==> config.mk <==
export PLATFORM = sky130hd
export DESIGN_NAME = udp_tx_top
export DESIGN_NICKNAME = d
export VERILOG_FILES = /design/src/udp_tx_pkg.sv /design/src/udp_hdr_capture.sv /design/src/eth_hdr_builder.sv /design/src/udp_payload_aligner.sv /design/src/udp_frame_sequencer.sv /design/src/udp_tx_top.sv
export SDC_FILE = /design/constraint.sdc
export NUM_CORES = 1
export LEC_CHECK = 0
export CAP_MARGIN = 20
export CORE_UTILIZATION = 60
export DETAILED_ROUTE_END_ITERATION = 10
export DONT_BUFFER_PORTS = 1
export PLACE_DENSITY = 0.84
export SYNTH_ARGS = -nofsm -noshare
export SYNTH_HDL_FRONTEND = slang
export SYNTH_SLANG_ARGS = --single-unit
==> constraint.sdc <==
create_clock -name iClk -period 9.6 [get_ports iClk]
set_input_delay 1.92 -clock iClk [delete_from_list [all_inputs] [get_ports iClk]]
set_output_delay 1.92 -clock iClk [all_outputs]
set_load 0.01 [all_outputs]
==> src/udp_tx_pkg.sv <==
package udp_tx_pkg;

    // ==============================
    // Datapath
    // ==============================
    localparam int DATA_W    = 32;          // Stream data width
    localparam int KEEP_W    = DATA_W / 8;  // One enable per byte lane
    localparam int HDR_IDX_W = 4;           // Wide enough for the header beat count
    localparam int HDR_BEATS = 10;          // Full header beats, bytes 0..39

    // Header lengths, added to the payload length
    localparam logic [15:0] IP_HDR_BYTES  = 16'd20;
    localparam logic [15:0] UDP_HDR_BYTES = 16'd8;

    // ==============================
    // Fixed header fields
    // ==============================
    localparam logic [15:0] ETHERTYPE_IPV4 = 16'h0800;
    localparam logic [7:0]  IP_VER_IHL     = 8'h45;    // IPv4, five words of header
    localparam logic [15:0] IP_FLAGS_DF    = 16'h4000; // Don't fragment, offset 0
    localparam logic [7:0]  IP_TTL         = 8'd64;
    localparam logic [7:0]  IP_PROTO_UDP   = 8'd17;
    localparam logic [15:0] IP_ID_INIT     = 16'd1;    // First frame carries ID 1

    // Beat number inside the header
    typedef logic [HDR_IDX_W-1:0] hdr_idx_t;

    // ==============================
    // Sequencer FSM
    // ==============================
    typedef enum logic [1:0] {
        ST_IDLE,     // Waiting for a header
        ST_HEADER,   // Sending beats 0..9
        ST_PAYLOAD   // Mixed beat, payload and flush
    } seq_state_t;

endpackage

==> src/udp_hdr_capture.sv <==
`timescale 1ns/1ns

module udp_hdr_capture (
    input  logic        iClk,
    input  logic        arst_n,
    input  logic        hdr_take,      // Header handshake this cycle
    input  logic [15:0] payload_len,
    input  logic [31:0] src_ip,
    input  logic [31:0] dst_ip,
    input  logic [15:0] src_port,
    input  logic [15:0] dst_port,
    input  logic        frame_done,    // Last beat of a frame left
    output logic [31:0] src_ip_q,
    output logic [31:0] dst_ip_q,
    output logic [15:0] src_port_q,
    output logic [15:0] dst_port_q,
    output logic [15:0] total_len,
    output logic [15:0] udp_len,
    output logic [15:0] ip_id,
    output logic [15:0] ip_csum
);
    import udp_tx_pkg::*;

    logic [19:0] csum_sum;    // Ten half-words, room for the carries
    logic [16:0] csum_fold1;
    logic [15:0] csum_fold2;

    // Latch fields and lengths in the accept cycle
    always_ff @(posedge iClk) begin
        if (hdr_take) begin
            src_ip_q   <= src_ip;
            dst_ip_q   <= dst_ip;
            src_port_q <= src_port;
            dst_port_q <= dst_port;
            total_len  <= payload_len + IP_HDR_BYTES + UDP_HDR_BYTES; // IP + UDP + data
            udp_len    <= payload_len + UDP_HDR_BYTES;
        end
    end

    // Identification, one step per finished frame
    always_ff @(posedge iClk or negedge arst_n) begin
        if (!arst_n) begin
            ip_id <= IP_ID_INIT;
        end else if (frame_done) begin
            ip_id <= ip_id + 16'd1;
        end
    end

    // IPv4 header sum, checksum field counted as zero
    always_comb begin
        csum_sum = 20'({IP_VER_IHL, 8'h00}) + 20'(total_len) + 20'(ip_id)
                 + 20'(IP_FLAGS_DF) + 20'({IP_TTL, IP_PROTO_UDP})
                 + 20'(src_ip_q[31:16]) + 20'(src_ip_q[15:0])
                 + 20'(dst_ip_q[31:16]) + 20'(dst_ip_q[15:0]);
        csum_fold1 = 17'(csum_sum[15:0]) + 17'(csum_sum[19:16]);
        csum_fold2 = csum_fold1[15:0] + 16'(csum_fold1[16]);  // Second fold cannot carry
    end

    // Follows the latched fields one edge behind, so a late ID step is picked up
    always_ff @(posedge iClk) begin
        ip_csum <= ~csum_fold2;
    end

endmodule

==> src/eth_hdr_builder.sv <==
`timescale 1ns/1ns

module eth_hdr_builder #(
    parameter logic [47:0] SRC_MAC = 48'h123456789ABC,
    parameter logic [47:0] DST_MAC = 48'h000A35010203
) (
    input  udp_tx_pkg::hdr_idx_t hdr_idx,     // Which header beat
    input  logic [31:0]          src_ip_q,
    input  logic [31:0]          dst_ip_q,
    input  logic [15:0]          src_port_q,
    input  logic [15:0]          dst_port_q,
    input  logic [15:0]          total_len,
    input  logic [15:0]          udp_len,
    input  logic [15:0]          ip_id,
    input  logic [15:0]          ip_csum,
    output logic [31:0]          hdr_word
);
    import udp_tx_pkg::*;

    // Lane 0 goes first on the wire, so a big-endian half-word is swapped
    function automatic logic [15:0] be16(input logic [15:0] v);
        be16 = {v[7:0], v[15:8]};
    endfunction

    // ==============================
    // Header bytes 0..39, four per beat
    // ==============================
    always_comb begin
        case (hdr_idx)
            4'd0: hdr_word = {be16(DST_MAC[31:16]), be16(DST_MAC[47:32])};
            4'd1: hdr_word = {be16(SRC_MAC[47:32]), be16(DST_MAC[15:0])};
            4'd2: hdr_word = {be16(SRC_MAC[15:0]), be16(SRC_MAC[31:16])};
            4'd3: hdr_word = {8'h00, IP_VER_IHL,           // DSCP/ECN zero
                              be16(ETHERTYPE_IPV4)};
            4'd4: hdr_word = {be16(ip_id), be16(total_len)};
            4'd5: hdr_word = {IP_PROTO_UDP, IP_TTL, be16(IP_FLAGS_DF)};
            4'd6: hdr_word = {be16(src_ip_q[31:16]), be16(ip_csum)};
            4'd7: hdr_word = {be16(dst_ip_q[31:16]), be16(src_ip_q[15:0])};
            4'd8: hdr_word = {be16(src_port_q), be16(dst_ip_q[15:0])};
            4'd9: hdr_word = {be16(udp_len), be16(dst_port_q)};
            // Bytes 40..41 come out of the aligner as the zero UDP checksum
            default: hdr_word = '0;
        endcase
    end

endmodule

==> src/udp_payload_aligner.sv <==
`timescale 1ns/1ns

module udp_payload_aligner (
    input  logic                          iClk,
    input  logic                          arst_n,
    input  logic                          start,          // Header accepted
    input  logic                          take,           // Payload beat accepted
    input  logic [udp_tx_pkg::DATA_W-1:0] s_tdata,
    input  logic [udp_tx_pkg::KEEP_W-1:0] s_tkeep,
    input  logic                          s_tlast,
    input  logic                          flush_done,     // Flush beat loaded
    output logic [udp_tx_pkg::DATA_W-1:0] aligned_data,
    output logic [udp_tx_pkg::KEEP_W-1:0] aligned_keep,
    output logic                          aligned_end,
    output logic                          flush_pending,
    output logic [udp_tx_pkg::DATA_W-1:0] flush_data,
    output logic [udp_tx_pkg::KEEP_W-1:0] flush_keep
);
    import udp_tx_pkg::*;

    localparam int HALF_W = DATA_W / 2;

    logic [HALF_W-1:0] hold;      // Upper two bytes of the previous beat
    logic [1:0]        rem_keep;  // Bytes left for the flush beat

    // ==============================
    // Holding register
    // ==============================
    always_ff @(posedge iClk) begin
        if (start) begin
            hold <= '0;                        // Becomes the UDP checksum
        end else if (take) begin
            hold <= s_tdata[DATA_W-1:HALF_W];
        end
    end

    // Last beat with three or four bytes leaves a tail behind
    always_ff @(posedge iClk or negedge arst_n) begin
        if (!arst_n) begin
            flush_pending <= 1'b0;
            rem_keep      <= '0;
        end else if (start || flush_done) begin
            flush_pending <= 1'b0;
        end else if (take && s_tlast && s_tkeep[2]) begin
            flush_pending <= 1'b1;
            rem_keep      <= s_tkeep[3:2];         // One or two bytes
        end
    end

    // Held bytes in the low lanes, new bytes above
    assign aligned_data = {s_tdata[HALF_W-1:0], hold};
    assign aligned_end  = s_tlast && !s_tkeep[2];  // Keep is contiguous from lane 0

    // Held lanes always carry bytes, input keep trims the upper two
    assign aligned_keep = {s_tkeep[1:0], 2'b11};

    assign flush_data = {{HALF_W{1'b0}}, hold};
    assign flush_keep = {2'b00, rem_keep};

endmodule

==> src/udp_frame_sequencer.sv <==
`timescale 1ns/1ns

module udp_frame_sequencer (
    input  logic                          iClk,
    input  logic                          arst_n,
    input  logic                          hdr_valid,
    input  logic [udp_tx_pkg::DATA_W-1:0] hdr_word,
    input  logic [udp_tx_pkg::DATA_W-1:0] aligned_data,
    input  logic [udp_tx_pkg::KEEP_W-1:0] aligned_keep,
    input  logic                          aligned_end,
    input  logic                          flush_pending,
    input  logic [udp_tx_pkg::DATA_W-1:0] flush_data,
    input  logic [udp_tx_pkg::KEEP_W-1:0] flush_keep,
    input  logic                          s_tvalid,
    input  logic                          m_tready,
    output logic                          hdr_ready,
    output logic                          hdr_take,
    output udp_tx_pkg::hdr_idx_t          hdr_idx,
    output logic                          start,
    output logic                          take,
    output logic                          flush_done,
    output logic                          frame_done,
    output logic                          s_tready,
    output logic [udp_tx_pkg::DATA_W-1:0] m_tdata,
    output logic [udp_tx_pkg::KEEP_W-1:0] m_tkeep,
    output logic                          m_tvalid,
    output logic                          m_tlast
);
    import udp_tx_pkg::*;

    seq_state_t          state;
    logic                hdr_arm;     // Settle cycle after accept
    logic                slot_free;   // Output register can take a beat
    logic                load_en;
    logic [DATA_W-1:0]   load_data;
    logic [KEEP_W-1:0]   load_keep;
    logic                load_last;

    assign slot_free  = !m_tvalid || m_tready;
    assign hdr_ready  = (state == ST_IDLE);
    assign hdr_take   = hdr_valid && hdr_ready;
    assign start      = hdr_take;                            // Aligner clears its hold
    assign s_tready   = (state == ST_PAYLOAD) && !flush_pending && slot_free;
    assign take       = s_tvalid && s_tready;
    assign frame_done = m_tvalid && m_tready && m_tlast;

    // ==============================
    // Next output beat
    // ==============================
    always_comb begin
        load_en    = 1'b0;
        load_data  = hdr_word;
        load_keep  = '1;
        load_last  = 1'b0;
        flush_done = 1'b0;
        case (state)
            ST_HEADER: load_en = !hdr_arm && slot_free;
            ST_PAYLOAD: begin
                if (flush_pending) begin
                    load_en    = slot_free;
                    flush_done = slot_free;
                    load_data  = flush_data;
                    load_keep  = flush_keep;
                    load_last  = 1'b1;                       // Tail always ends the frame
                end else begin
                    load_en   = take;
                    load_data = aligned_data;
                    load_keep = aligned_keep;
                    load_last = aligned_end;
                end
            end
            default: load_en = 1'b0;
        endcase
    end

    // FSM and header beat counter
    always_ff @(posedge iClk or negedge arst_n) begin
        if (!arst_n) begin
            state   <= ST_IDLE;
            hdr_arm <= 1'b0;
            hdr_idx <= '0;
        end else begin
            case (state)
                ST_IDLE: if (hdr_take) begin
                    state   <= ST_HEADER;
                    hdr_arm <= 1'b1;
                    hdr_idx <= '0;
                end
                ST_HEADER: begin
                    hdr_arm <= 1'b0;
                    if (load_en) begin
                        if (hdr_idx == hdr_idx_t'(HDR_BEATS - 1)) begin
                            state <= ST_PAYLOAD;             // Mixed beat comes next
                        end else begin
                            hdr_idx <= hdr_idx + 1'b1;
                        end
                    end
                end
                ST_PAYLOAD: if (load_en && load_last) state <= ST_IDLE;
                default: state <= ST_IDLE;
            endcase
        end
    end

    // ==============================
    // Output register
    // ==============================
    always_ff @(posedge iClk or negedge arst_n) begin
        if (!arst_n) begin
            m_tvalid <= 1'b0;
            m_tlast  <= 1'b0;
        end else if (load_en) begin
            m_tvalid <= 1'b1;
            m_tlast  <= load_last;
        end else if (m_tready) begin
            m_tvalid <= 1'b0;                                // Beat left, slot empty
            m_tlast  <= 1'b0;
        end
    end

    always_ff @(posedge iClk) begin
        if (load_en) begin
            m_tdata <= load_data;                            // Held while stalled
            m_tkeep <= load_keep;
        end
    end

endmodule

==> src/udp_tx_top.sv <==
`timescale 1ns/1ns

module udp_tx_top #(
    parameter logic [47:0] SRC_MAC = 48'h123456789ABC,
    parameter logic [47:0] DST_MAC = 48'h000A35010203
) (
    input  logic                          iClk,
    input  logic                          arst_n,
    // Header handshake
    input  logic                          hdr_valid,
    output logic                          hdr_ready,
    input  logic [15:0]                   payload_len,
    input  logic [31:0]                   src_ip,
    input  logic [31:0]                   dst_ip,
    input  logic [15:0]                   src_port,
    input  logic [15:0]                   dst_port,
    // Payload stream in
    input  logic [udp_tx_pkg::DATA_W-1:0] s_tdata,
    input  logic [udp_tx_pkg::KEEP_W-1:0] s_tkeep,
    input  logic                          s_tvalid,
    output logic                          s_tready,
    input  logic                          s_tlast,
    // Frame stream out
    output logic [udp_tx_pkg::DATA_W-1:0] m_tdata,
    output logic [udp_tx_pkg::KEEP_W-1:0] m_tkeep,
    output logic                          m_tvalid,
    input  logic                          m_tready,
    output logic                          m_tlast
);
    import udp_tx_pkg::*;

    logic              hdr_take, frame_done, start, take, flush_done;
    hdr_idx_t          hdr_idx;
    logic [DATA_W-1:0] hdr_word, aligned_data, flush_data;
    logic [KEEP_W-1:0] aligned_keep, flush_keep;
    logic              aligned_end, flush_pending;
    logic [31:0]       src_ip_q, dst_ip_q;
    logic [15:0]       src_port_q, dst_port_q, total_len, udp_len, ip_id, ip_csum;

    udp_hdr_capture u_capture (
        .iClk, .arst_n, .hdr_take, .payload_len, .src_ip, .dst_ip, .src_port,
        .dst_port, .frame_done, .src_ip_q, .dst_ip_q, .src_port_q, .dst_port_q,
        .total_len, .udp_len, .ip_id, .ip_csum
    );

    eth_hdr_builder #(.SRC_MAC(SRC_MAC), .DST_MAC(DST_MAC)) u_builder (
        .hdr_idx, .src_ip_q, .dst_ip_q, .src_port_q, .dst_port_q,
        .total_len, .udp_len, .ip_id, .ip_csum, .hdr_word
    );

    udp_payload_aligner u_aligner (
        .iClk, .arst_n, .start, .take, .s_tdata, .s_tkeep, .s_tlast, .flush_done,
        .aligned_data, .aligned_keep, .aligned_end, .flush_pending, .flush_data, .flush_keep
    );

    udp_frame_sequencer u_sequencer (
        .iClk, .arst_n, .hdr_valid, .hdr_word, .aligned_data, .aligned_keep, .aligned_end,
        .flush_pending, .flush_data, .flush_keep, .s_tvalid, .m_tready, .hdr_ready,
        .hdr_take, .hdr_idx, .start, .take, .flush_done, .frame_done, .s_tready,
        .m_tdata, .m_tkeep, .m_tvalid, .m_tlast
    );

endmodule

==> key figures <==
CTS
  • CTS tree: done
  • Hold_buf cts: 0
  • Post-CTS setup buffer count: 0
  • Cts bufs inserted: 23
  • Clk Latency, worst-skew pair: 0.52 ns
  • H-tree depth: 1
  • Clock Sinks: 222
  • Clock slew at reported path FFs: 0.06 ns
  • Clock root buffer: clkbuf_16
  • Clk buf depth: 3
  • # resized after CTS: 0

Critical path
  • Critical path type: flip-flop to flip-flop
  • CP most frequent cell: ha_1
  • CP required: 10.00 ns
  • Worst Path Arrival: 9.29 ns
  • CP max-delay cell: fa_1
  • CP max stage delay: 0.55 ns
  • CP startpoint kind: flip-flop
  • Worst-path fanout max: 7
  • Worst Setup End Kind: flip-flop

Synthesis
  • Post-Syn Nets: 1338
  • Syn Std Cell Area: 12400 um^2
  • Yosys reg bits: 222
  • Unique masters post-synth: 66
  • Primary FF master, synth: edfxtp_1
  • Ys async rst share: 12.6%
  • Mapped Avg Cell Area: 11.7 um^2
  • Register area share after synthesis: 49.9%
  • EDFF count, synth: 162
  • Synth warnings: 0
  • Cells after synthesis: 1065

Timing
  • Fmax: 0.113 GHz
  • Final Max Tran Viols: 0
  • Part of the cycle the worst path needs: 92.6%
  • Final Hold Viols: 0
  • Setup TNS: 0 ns
  • Skew final: 0.0117 ns
  • RSZ-0062 raised after global routing: false
  • Worst slew pin tran: 1.05 ns
  • Max-slew headroom: 29.4%
  • Fin worst setup slack: 0.712 ns
  • Final min period: 8.89 ns
  • Final setup viols: 0

Global routing
  • Largest net degree at the start of global routing: 82
  • Initial antenna violation count: 0
  • Overflow after GRT: 0
  • First-pass GRT wire length: 48300 um
  • Vias in the first global route: 8402
  • Total global-route track usage: 30.1%

Layout
  • Post-Route Utilization: 66.3%
  • Nets: 1328
  • Layout cells sized above 1: 5.70%
  • Final std cells w/o fill: 1342
  • Area Overhead vs Synth: 8.10%

Floorplan
  • Core ar.: 20300 um^2
  • Ports: 194
  • Starting Density: 61.3%
  • Die area: 21300 um^2
  • Cell Rows: 52
  • Die Ht: 146 um
  • Die width: 146 um

Routing
  • Vias post-DR: 8567
  • Residual DRC: 0
  • DR WL/cell: 23.5 um
  • TritonRoute pass-1 iters: 8
  • Drt via density: 6.38
  • Post-Route WL: 31600 um
  • Post-route antenna net violation count: 0
  • DR iter-0 viols: 958

Min path
  • HP Class: flip-flop to flip-flop

Placement
  • Half-perimeter wire length after placement: 23700 um
  • Pre-CTS setup slack: 0.748 ns
  • GP Congestion: 0.958
  • Placed cell count: 1300
  • Port Buffer Count: 0

Run status
  • Status: finished clean

Run
  • MaxCap Viol Count: 0
==> worst max-delay path: cells and delay by family (launching register included) <==
family	cells	cell delay (ns)
compound gates	9	2.06
xor+xnor	3	0.48
fa+ha+maj	9	3.37
buf+inv	2	0.10
flops	1	0.47
simple gates	10	2.30
==> metal layers <==
metal / global-route usage [%] / vias up / share of wire [%]
li1: - / 3790 / -
met1: 41.0 / 4129 / 39
met2: 47.8 / 572 / 47
met3: 6.91 / 76 / 11
met4: 10.4 / 0 / 3.1
met5: 0 / - / 0
==> layout by cell type (no fill, tap or decap), types with 10 or more instances in the layout <==
cell type	instances
edfxtp_1	162
inv_1	110
nand2_1	83
fa_1	63
ha_1	56
xnor2_1	52
a22oi_1	49
a21oi_1	49
nor2_1	38
nand3_1	36
o21ai_0	35
a22o_1	35
dfxtp_1	32
xor2_1	29
dfrtp_1	27
clkbuf_16	24
nand4_1	14
nand2b_1	12
nor3_1	10
buf_4	10
==> area by class of cell <==
type | count | area, um^2
timing repair buffer | 10 | 75.1
fill | 1494 | 6840
multi-input combinational | 688 | 5690
tap | 270 | 338
inverter | 110 | 413
clock buffer | 33 | 634
antenna | 1 | 2.50
clock inverter | 8 | 97.6
sequential | 222 | 6210
==> logic make-up after synthesis <==
family,synth area share (%)
AOI/OAI and AO/OA,13.9
and+or+nand+nor,9.36
DFF,49.9
buffers and inverters,4.70
adders and majority gates,15.8
xor gates and xnor gates,6.14
muxes,0.261
==> per-stage QoR <==
stage | cell area [um^2] | hold WS, ns
final | 13500 | 0.461
after global routing | 13500 | 0.479
after CTS | 13400 | 0.460
after detailed placement | 12700 | 0.447
after global placement | 12700 | 0.442
after floorplan | 12400 | 0.426
==> synthesized netlist by cell type, types with 12 or more instances <==
cell type | instances | area, um^2
a21oi_1 | 49 | 245
a22o_1 | 35 | 307
a22oi_1 | 49 | 368
clkbuf_1 | 38 | 143
dfrtp_1 | 27 | 676
dfxtp_1 | 32 | 641
edfxtp_1 | 162 | 4860
fa_1 | 63 | 1260
ha_1 | 56 | 701
inv_1 | 110 | 413
nand2_1 | 83 | 312
nand2b_1 | 12 | 75.1
nand3_1 | 36 | 180
nand4_1 | 14 | 87.6
nor2_1 | 39 | 146
o21ai_0 | 35 | 175
xnor2_1 | 52 | 455
xor2_1 | 29 | 254
==> registers in the layout, indices dropped and copies added, names as in the netlist, 2 cells and up <==
register / flops
u_aligner.hold: 16
u_aligner.rem_keep: 2
u_capture.dst_ip_q: 32
u_capture.dst_port_q: 16
u_capture.ip_csum: 16
u_capture.ip_id: 16
u_capture.src_ip_q: 32
u_capture.src_port_q: 16
u_capture.total_len: 14
u_capture.udp_len: 16
u_sequencer.hdr_idx: 4
u_sequencer.m_tdata: 32
u_sequencer.m_tkeep: 4
u_sequencer.state: 2
==> final timing paths <==
check                           cells past startpoint                     end                    from  slack, ns
worst max-delay path                               33   u_capture.ip_csum[14]  u_capture.total_len[8]       0.71
worst min-delay path                                2       u_aligner.hold[4]       u_aligner.hold[4]       0.46
worst max register to register                     33   u_capture.ip_csum[14]  u_capture.total_len[8]       0.71
worst min register to register                      2       u_aligner.hold[4]       u_aligner.hold[4]       0.46
max in group asynchronous                           0      u_capture.ip_id[0]                  arst_n       8.32
min in group asynchronous                           0  u_sequencer.hdr_idx[2]                  arst_n       1.10
Power is not shown: default switching activity piles up to over one toggle a cycle in this logic, so the estimate is an artifact.
